**src/verilog/dnc_retention_macros.svh**
```systemverilog
// Fixed-point widths, unity constant, size limits and index widths
`ifndef DNC_RETENTION_MACROS_SVH
`define DNC_RETENTION_MACROS_SVH

// Data word, unsigned Q1.15
`define DNC_DATA_W 16
`define DNC_FRAC   15

// Fixed-point one
`define DNC_ONE 16'h8000

// Largest supported head count and location count
`define DNC_MAX_R 4
`define DNC_MAX_N 16

// Index widths for heads and locations
`define DNC_I_W 2
`define DNC_J_W 4

// Weight RAM address, row i then column j
`define DNC_ADDR_W 6

`endif

```
**src/verilog/dnc_retention_pkg.sv**
```systemverilog
// Package with the host command opcodes and the retention engine states
package dnc_retention_pkg;

  //////////////////////////////////////////////////////////////
  // Host commands
  //////////////////////////////////////////////////////////////

  // index_i = R-1, index_j = N-1 for OP_SET_SIZE
  typedef enum logic [1:0] {
    OP_SET_SIZE = 2'd0,
    OP_WRITE_F  = 2'd1,
    OP_WRITE_W  = 2'd2,
    OP_START    = 2'd3
  } cmd_op_t;

  //////////////////////////////////////////////////////////////
  // Engine FSM
  //////////////////////////////////////////////////////////////

  typedef enum logic [2:0] {
    ST_IDLE  = 3'd0,
    ST_FETCH = 3'd1,
    ST_TERM  = 3'd2,
    ST_ACCUM = 3'd3,
    ST_EMIT  = 3'd4
  } engine_state_t;

endpackage

```
**src/verilog/dnc_weight_memory.sv**
```systemverilog
// Single-port weight RAM with registered read data
`timescale 1ns/1ps
`include "dnc_retention_macros.svh"

module dnc_weight_memory (
  input  logic                   CLK,
  input  logic                   RST,
  input  logic                   en,
  input  logic                   we,
  input  logic [`DNC_ADDR_W-1:0] addr,
  input  logic [15:0]            wdata,
  output logic [15:0]            rdata
);

  // One word per (head, location) pair
  logic [`DNC_DATA_W-1:0] mem [0:`DNC_MAX_R*`DNC_MAX_N-1];

  // Write port
  always_ff @(posedge CLK) begin
    if (en && we) begin
      mem[addr] <= wdata;
    end
  end

  // Read port, one cycle latency
  // Output register holds last read word between accesses
  always_ff @(posedge CLK or posedge RST) begin
    if (RST) begin
      rdata <= '0;
    end else if (en && !we) begin
      rdata <= mem[addr];
    end
  end

endmodule

```
**src/verilog/dnc_memory_arbiter.sv**
```systemverilog
// Fixed-priority arbiter sharing the weight RAM between host writes and engine reads
`timescale 1ns/1ps
`include "dnc_retention_macros.svh"

module dnc_memory_arbiter (
  input  logic                   CLK,
  input  logic                   RST,
  // Host side, write only
  input  logic                   wr_req,
  input  logic [`DNC_ADDR_W-1:0] wr_addr,
  input  logic [15:0]            wr_data,
  // Engine side, read only
  input  logic                   rd_req,
  input  logic [`DNC_ADDR_W-1:0] rd_addr,
  output logic                   rd_valid,
  output logic [15:0]            rd_data,
  // RAM port
  output logic                   mem_en,
  output logic                   mem_we,
  output logic [`DNC_ADDR_W-1:0] mem_addr,
  output logic [15:0]            mem_wdata,
  input  logic [15:0]            mem_rdata
);

  // Read wins only in a cycle with no write
  logic rd_grant;

  assign rd_grant = rd_req && !wr_req;

  //////////////////////////////////////////////////////////////
  // RAM port mux
  //////////////////////////////////////////////////////////////

  assign mem_en    = wr_req || rd_grant;
  assign mem_we    = wr_req;
  assign mem_addr  = wr_req ? wr_addr : rd_addr;
  assign mem_wdata = wr_data;

  // Grant delayed by RAM latency
  always_ff @(posedge CLK or posedge RST) begin
    if (RST) begin
      rd_valid <= 1'b0;
    end else begin
      rd_valid <= rd_grant;
    end
  end

  // RAM output register drives read data directly
  assign rd_data = mem_rdata;

endmodule

```
**src/verilog/dnc_host_port.sv**
```systemverilog
// Host command decoder with size and free-gate registers, RAM writes and start pulse
`timescale 1ns/1ps
`include "dnc_retention_macros.svh"

module dnc_host_port (
  input  logic                                  CLK,
  input  logic                                  RST,
  // Command strobe from host
  input  logic                                  cmd_strobe,
  input  dnc_retention_pkg::cmd_op_t            cmd_op,
  input  logic [`DNC_I_W-1:0]                   cmd_index_i,
  input  logic [`DNC_J_W-1:0]                   cmd_index_j,
  input  logic [15:0]                           cmd_data,
  // Configuration to engine
  output logic [`DNC_I_W:0]                     size_r,
  output logic [`DNC_J_W:0]                     size_n,
  output logic [`DNC_MAX_R*`DNC_DATA_W-1:0]     f_gates,
  output logic                                  start,
  // Write request to arbiter
  output logic                                  wr_req,
  output logic [`DNC_ADDR_W-1:0]                wr_addr,
  output logic [15:0]                           wr_data
);

  import dnc_retention_pkg::*;

  //////////////////////////////////////////////////////////////
  // Command decode
  //////////////////////////////////////////////////////////////

  always_ff @(posedge CLK or posedge RST) begin
    if (RST) begin
      size_r  <= '0;
      size_n  <= '0;
      f_gates <= '0;
      start   <= 1'b0;
      wr_req  <= 1'b0;
      wr_addr <= '0;
      wr_data <= '0;
    end else begin
      // Pulses last one cycle
      start  <= 1'b0;
      wr_req <= 1'b0;
      if (cmd_strobe) begin
        case (cmd_op)
          // Host sends R-1 and N-1
          OP_SET_SIZE: begin
            size_r <= {1'b0, cmd_index_i} + 1'b1;
            size_n <= {1'b0, cmd_index_j} + 1'b1;
          end
          OP_WRITE_F: begin
            f_gates[cmd_index_i*`DNC_DATA_W +: `DNC_DATA_W] <= cmd_data;
          end
          // Row i, column j, so address is i*MAX_N + j
          OP_WRITE_W: begin
            wr_req  <= 1'b1;
            wr_addr <= {cmd_index_i, cmd_index_j};
            wr_data <= cmd_data;
          end
          OP_START: begin
            start <= 1'b1;
          end
        endcase
      end
    end
  end

endmodule

```
**src/verilog/dnc_memory_retention_vector.sv**
```systemverilog
// Retention engine FSM with multiply, subtract and product-accumulate datapath
`timescale 1ns/1ps
`include "dnc_retention_macros.svh"

module dnc_memory_retention_vector (
  input  logic                              CLK,
  input  logic                              RST,
  // Control and configuration
  input  logic                              start,
  input  logic [`DNC_I_W:0]                 size_r,
  input  logic [`DNC_J_W:0]                 size_n,
  input  logic [`DNC_MAX_R*`DNC_DATA_W-1:0] f_gates,
  // Read port through arbiter
  output logic                              rd_req,
  output logic [`DNC_ADDR_W-1:0]            rd_addr,
  input  logic                              rd_valid,
  input  logic [15:0]                       rd_data,
  // Result stream
  output logic                              busy,
  output logic                              psi_strobe,
  output logic [`DNC_J_W-1:0]               psi_index,
  output logic [15:0]                       psi_data,
  output logic                              done
);

  import dnc_retention_pkg::*;

  // psi(j) = prod over i of (ONE - f(i)*w(i,j))

  engine_state_t state;

  // Loop counters and latched bounds
  logic [`DNC_I_W-1:0] i_cnt;
  logic [`DNC_J_W-1:0] j_cnt;
  logic [`DNC_I_W-1:0] last_i;
  logic [`DNC_J_W-1:0] last_j;

  // Sizes minus one, zero size treated as one
  logic [`DNC_I_W:0] r_last;
  logic [`DNC_J_W:0] n_last;

  // Datapath registers
  logic [`DNC_DATA_W-1:0] w_q;
  logic [`DNC_DATA_W-1:0] term_q;
  logic [`DNC_DATA_W-1:0] acc_q;

  // Full-width products
  logic [`DNC_DATA_W-1:0]   f_sel;
  logic [2*`DNC_DATA_W-1:0] fw_prod;
  logic [2*`DNC_DATA_W-1:0] acc_prod;

  assign r_last = (size_r == '0) ? '0 : size_r - 1'b1;
  assign n_last = (size_n == '0) ? '0 : size_n - 1'b1;

  //////////////////////////////////////////////////////////////
  // Datapath
  //////////////////////////////////////////////////////////////

  assign f_sel    = f_gates[i_cnt*`DNC_DATA_W +: `DNC_DATA_W];
  assign fw_prod  = f_sel * w_q;
  assign acc_prod = acc_q * term_q;

  // Address is i*MAX_N + j
  assign rd_addr = {i_cnt, j_cnt};

  // Request held through FETCH, dropped once data returns
  assign rd_req = (state == ST_FETCH) && !rd_valid;

  // Result outputs
  assign busy       = (state != ST_IDLE);
  assign psi_strobe = (state == ST_EMIT);
  assign psi_index  = j_cnt;
  assign psi_data   = acc_q;
  assign done       = (state == ST_EMIT) && (j_cnt == last_j);

  //////////////////////////////////////////////////////////////
  // Control FSM
  //////////////////////////////////////////////////////////////

  always_ff @(posedge CLK or posedge RST) begin
    if (RST) begin
      state  <= ST_IDLE;
      i_cnt  <= '0;
      j_cnt  <= '0;
      last_i <= '0;
      last_j <= '0;
      w_q    <= '0;
      term_q <= '0;
      acc_q  <= '0;
    end else begin
      case (state)
        // Start ignored unless idle, sizes captured here
        ST_IDLE: begin
          if (start) begin
            last_i <= r_last[`DNC_I_W-1:0];
            last_j <= n_last[`DNC_J_W-1:0];
            i_cnt  <= '0;
            j_cnt  <= '0;
            acc_q  <= `DNC_ONE;
            state  <= ST_FETCH;
          end
        end
        // Wait for w(i,j), host writes stall here
        ST_FETCH: begin
          if (rd_valid) begin
            w_q   <= rd_data;
            state <= ST_TERM;
          end
        end
        // ONE - (f*w >> 15), truncated
        ST_TERM: begin
          term_q <= `DNC_ONE - fw_prod[`DNC_FRAC +: `DNC_DATA_W];
          state  <= ST_ACCUM;
        end
        // Running product times term
        ST_ACCUM: begin
          acc_q <= acc_prod[`DNC_FRAC +: `DNC_DATA_W];
          if (i_cnt == last_i) begin
            state <= ST_EMIT;
          end else begin
            i_cnt <= i_cnt + 1'b1;
            state <= ST_FETCH;
          end
        end
        // Column finished, strobe out
        ST_EMIT: begin
          if (j_cnt == last_j) begin
            state <= ST_IDLE;
          end else begin
            j_cnt <= j_cnt + 1'b1;
            i_cnt <= '0;
            acc_q <= `DNC_ONE;
            state <= ST_FETCH;
          end
        end
        default: begin
          state <= ST_IDLE;
        end
      endcase
    end
  end

endmodule

```
**src/verilog/dnc_retention_top.sv**
```systemverilog
// Top level joining host port, retention engine, arbiter and weight RAM
`timescale 1ns/1ps
`include "dnc_retention_macros.svh"

module dnc_retention_top (
  input  logic                       CLK,
  input  logic                       RST,
  // Host command port
  input  logic                       cmd_strobe,
  input  dnc_retention_pkg::cmd_op_t cmd_op,
  input  logic [`DNC_I_W-1:0]        cmd_index_i,
  input  logic [`DNC_J_W-1:0]        cmd_index_j,
  input  logic [15:0]                cmd_data,
  // Status and result stream
  output logic                       busy,
  output logic                       psi_strobe,
  output logic [`DNC_J_W-1:0]        psi_index,
  output logic [15:0]                psi_data,
  output logic                       done
);

  //////////////////////////////////////////////////////////////
  // Internal wires
  //////////////////////////////////////////////////////////////

  // Configuration
  logic [`DNC_I_W:0]                 size_r;
  logic [`DNC_J_W:0]                 size_n;
  logic [`DNC_MAX_R*`DNC_DATA_W-1:0] f_gates;
  logic                              start;

  // Host write path
  logic                              wr_req;
  logic [`DNC_ADDR_W-1:0]            wr_addr;
  logic [15:0]                       wr_data;

  // Engine read path
  logic                              rd_req;
  logic [`DNC_ADDR_W-1:0]            rd_addr;
  logic                              rd_valid;
  logic [15:0]                       rd_data;

  // RAM port
  logic                              mem_en;
  logic                              mem_we;
  logic [`DNC_ADDR_W-1:0]            mem_addr;
  logic [15:0]                       mem_wdata;
  logic [15:0]                       mem_rdata;

  dnc_host_port u_host_port (
    .CLK(CLK), .RST(RST),
    .cmd_strobe(cmd_strobe), .cmd_op(cmd_op),
    .cmd_index_i(cmd_index_i), .cmd_index_j(cmd_index_j), .cmd_data(cmd_data),
    .size_r(size_r), .size_n(size_n), .f_gates(f_gates), .start(start),
    .wr_req(wr_req), .wr_addr(wr_addr), .wr_data(wr_data)
  );

  dnc_memory_retention_vector u_engine (
    .CLK(CLK), .RST(RST),
    .start(start), .size_r(size_r), .size_n(size_n), .f_gates(f_gates),
    .rd_req(rd_req), .rd_addr(rd_addr), .rd_valid(rd_valid), .rd_data(rd_data),
    .busy(busy), .psi_strobe(psi_strobe), .psi_index(psi_index),
    .psi_data(psi_data), .done(done)
  );

  // Host writes have priority
  dnc_memory_arbiter u_arbiter (
    .CLK(CLK), .RST(RST),
    .wr_req(wr_req), .wr_addr(wr_addr), .wr_data(wr_data),
    .rd_req(rd_req), .rd_addr(rd_addr), .rd_valid(rd_valid), .rd_data(rd_data),
    .mem_en(mem_en), .mem_we(mem_we), .mem_addr(mem_addr),
    .mem_wdata(mem_wdata), .mem_rdata(mem_rdata)
  );

  dnc_weight_memory u_memory (
    .CLK(CLK), .RST(RST),
    .en(mem_en), .we(mem_we), .addr(mem_addr),
    .wdata(mem_wdata), .rdata(mem_rdata)
  );

endmodule

```
**config.mk**
```make
export PLATFORM = sky130hd
export DESIGN_NAME = dnc_retention_top
export DESIGN_NICKNAME = d
export VERILOG_FILES = /design/src/verilog/dnc_retention_pkg.sv /design/src/verilog/dnc_weight_memory.sv /design/src/verilog/dnc_memory_arbiter.sv /design/src/verilog/dnc_host_port.sv /design/src/verilog/dnc_memory_retention_vector.sv /design/src/verilog/dnc_retention_top.sv
export VERILOG_INCLUDE_DIRS = /design/src /design/src/verilog
export SDC_FILE = /design/constraint.sdc
export NUM_CORES = 2
export LEC_CHECK = 0
export CORE_AREA = 2 2 464 466
export CTS_CLUSTER_DIAMETER = 60
export DETAILED_ROUTE_END_ITERATION = 10
export DIE_AREA = 0 0 466 468
export DONT_BUFFER_PORTS = 1
export GPL_TIMING_DRIVEN = 0
export HOLD_SLACK_MARGIN = 0.15
export PLACE_DENSITY = 0.41
export SLEW_MARGIN = 20
export SYNTH_ARGS = -nofsm -noshare
export SYNTH_HDL_FRONTEND = slang
export SYNTH_HIERARCHICAL = 1
export SYNTH_SLANG_ARGS = --single-unit
```
**constraint.sdc**
```tcl
create_clock -name CLK -period 21.1 [get_ports CLK]
set_input_delay 4.22 -clock CLK [delete_from_list [all_inputs] [get_ports CLK]]
set_output_delay 4.22 -clock CLK [all_outputs]
set_load 0.05 [all_outputs]
```
==> flow_summary.toml <==
[run_status]
outcome = "completed"

[power]
p_per_area_nw_per_um2 = 131.9
p_leak_nw = 26.83
peakVddDrop_mv = 0.07600

[setup_path]
crit_arrival_ns = 10.48
worstReg2RegEnd = "u_engine/term_q[15]$_DFFE_PP0P_"
critPathRequiredTime_ns = 21.76
start_kind = "flop"
r2r_cells = 27
end_kind = "flop"
cp_max_fo = 10
ff2ff_setup_slack_ns = 11.28
regToRegStartpoint = "u_engine/i_cnt[0]$_DFFE_PP0P_"
cp-endpoint = "u_engine/term_q[15]$_DFFE_PP0P_"
crit_path_start = "u_engine/i_cnt[0]$_DFFE_PP0P_"
crit_type = "flop to flop"

[global_routing]
grt_max_degree = 65
grt_usage = 0.2272
grt_pass1_vias = 40520
antenna_found_initial = 13
overflow = 0
grt_pass1_wl_mm = 341.4

[die]
boundaryPins = 50
start_util = 0.2981
die_area_um2 = 218100
fp.dieH_um = 468
coreArea_um2 = 213300
die_width_um = 466
rows = 170

[detailed_routing]
vias = 40970
vias_per_cell = 5.327
post_drt_wl_per_cell_um = 32.43
first_pass_iters = 5
ant_nets = 0
drt_iter0_drc = 4294
wirelength_mm = 249.4
drc = 0

[job]
maxCapViolCount = 0

[timing]
post-route-min-period_ns = 9.820
worst_slew_pin_slew_ns = 1.333
setup-tns-final_ns = 0
skew_ns = 0.05548
finalHoldViolCount = 0
rsz0062_at_grt = "no"
finalSetupViolations = 0
finalMaxSlewViolations = 0
fmax_mhz = 101.8
holdWs_ns = 0.4880
post-route-period-util = 0.4654
relSlewSlack = 0.1115

[clocking]
cts-resized-gates = 0
clock_sinks = 1200
clk_path_buf_depth = 3
post_cts_buffers = 0
cts-root-buf = "clkbuf_16"
path_clk_slew_ns = 0.06
cts_tree = "done"
numCtsBuffers = 148
clk_latency_ns = 0.82
cts_hold_buffers = 0
ctsHtreeMaxLevel = 4

[finish]
fin_cells = 7691
fin_nets = 5356
nFillCells = 20980
syn_to_final_growth_pct = 14.30
drive_gt1_frac = 0.1515

[synthesis]
synth_commonest_cells = "edfxtp_1 (1,024), inv_1 (462), nand2_1 (462)"
dominantRegCellSynth = "edfxtp_1"
synth_seq_area_share = 0.5527
syn_nets = 5185
yosysMostFrequentCell = "edfxtp_1"
yosys_warnings = 6
syn-cell-area_um2 = 63610
yosysUniqueCellTypes = 97
synth_area_per_cell_um2 = 13.92
ys_seq_elements = 1200
synth.area.top_cells = "edfxtp_1 (48%), fa_1 (12%), dfrtp_1 (6.9%)"
synthArstFlopShare = 0.1467
synthDominantCellAreaShare = 0.4834
synth_edf_count = 1024
synth_area_leader_cell = "edfxtp_1"
synthCells = 4569

[placed_design]
post-place-cells = 7427
portBuffers = 0
globalplace.congestion = 0.9658
dpl.hpwl_mm = 168.5

[worst_hold_path]
hold_path_class = "flop to flop"
state kept, by name, summed over array words and instances, names as in the netlist, 5 cells and up:
signal / cells
u_engine/w_q: 16
u_host_port/size_n: 5
u_memory/rdata: 16
u_engine/term_q: 16
u_host_port/wr_data: 16
u_host_port/wr_addr: 6
u_memory/mem: 1024
u_host_port/f_gates: 64
u_engine/psi_data: 16
per-layer routing:
layer,global-route usage,vias up,share of wire
li1,-,16760,-
met1,0.3080,22130,0.43
met2,0.3618,1618,0.47
met3,0.03918,458,0.066
met4,0.08929,4,0.043
met5,0,-,0.00010
how the worst min path moves through the flow:
stage / start / end / cells after the start
floorplan: u_host_port/wr_addr[4]$_DFFE_PP0P_ / u_host_port/wr_addr[4]$_DFFE_PP0P_ / 2
global placement: u_host_port/wr_addr[4]$_DFFE_PP0P_ / u_host_port/wr_addr[4]$_DFFE_PP0P_ / 2
detailed placement: u_host_port/wr_addr[4]$_DFFE_PP0P_ / u_host_port/wr_addr[4]$_DFFE_PP0P_ / 2
CTS: u_host_port/wr_addr[4]$_DFFE_PP0P_ / u_host_port/wr_addr[4]$_DFFE_PP0P_ / 2
global route: u_host_port/f_gates[22]$_DFFE_PP0P_ / u_host_port/f_gates[22]$_DFFE_PP0P_ / 1
finish: u_host_port/wr_addr[5]$_DFFE_PP0P_ / u_host_port/wr_addr[5]$_DFFE_PP0P_ / 2
cells by family after synthesis:
group / share of synthesized area
flops: 0.5527
simple gates: 0.07312
buf+inv: 0.05103
compound gates: 0.07644
fa+ha+maj: 0.1612
mux: 0.07717
xor+xnor: 0.008399
placed cells by master, fill, tap and decap left out, types with 25 or more instances in the layout:
master / instances
nor2_1: 74
inv_1: 460
a22o_1: 81
o22ai_1: 33
o21ai_0: 121
mux2i_1: 91
a21oi_1: 102
fa_1: 384
nand3_1: 32
buf_2: 52
edfxtp_1: 1024
clkbuf_1: 166
a22oi_1: 59
a221oi_1: 102
mux4_2: 115
clkinv_1: 25
mux2_2: 116
clkbuf_16: 150
and2_1: 196
nand2_1: 458
nor2_4: 57
buf_4: 59
dfrtp_1: 176
xnor2_1: 44
ha_1: 205
through the flow:
| step | total power [W] | setup slack [ns] | util | instance area (µm²) |
|---|---|---|---|---|
| after floorplan | 0.005455 | 13.09 | - | 63610 |
| after global placement | 0.007128 | 11.23 | 0.3148 | 67160 |
| after detailed placement | 0.007156 | 11.17 | 0.3188 | 68020 |
| after CTS | 0.009657 | 11.14 | 0.3407 | 72680 |
| after global routing | 0.01012 | 10.64 | 0.3408 | 72700 |
| final | 0.009591 | 11.28 | 0.3408 | 72710 |
worst max-delay path: stages, from the launching register on:
cell and delay (ns):
dfrtp_1 0.49, buf_1 0.79, clkbuf_1 0.67, mux4_2 0.59, clkbuf_1 0.53, nand2_1 0.16, fa_1 0.51, fa_1 0.59
fa_1 0.46, fa_1 0.55, inv_1 0.06, fa_1 0.48, inv_1 0.05, fa_1 0.52, inv_1 0.06, ha_1 0.26
clkbuf_1 0.30, nand2_1 0.12, o21ai_0 0.36, nor2_1 0.07, a31oi_1 0.44, xnor2_1 0.24, nand3_1 0.19, and4bb_2 0.42
nand4_2 0.14, a311oi_2 0.33, a211o_1 0.18, o211ai_2 0.08
cell type report:
class | instances | area (µm²) | area share
Tap cell | 2838 | 3551 | 0.04884
Multi-Input combinational cell | 2614 | 25710 | 0.3536
Clock inverter | 73 | 728.2 | 0.01002
Antenna cell | 3 | 7.507 | 0.0001033
Timing Repair Buffer | 21 | 339.1 | 0.004664
Clock buffer | 187 | 3933 | 0.05409
Buffer | 291 | 1535 | 0.02112
Sequential cell | 1200 | 35150 | 0.4835
Inverter | 464 | 1749 | 0.02406
where the power goes:
part	internal (W)	leakage, nW	switching, W
Combinational	0.00140	13.1	0.00275
Clock	0.00141	2.26	0.00107
Sequential	0.00276	11.5	0.000207
Total	0.00557	26.8	0.00402
No activity file was read; power rests on OpenSTA's default activity.
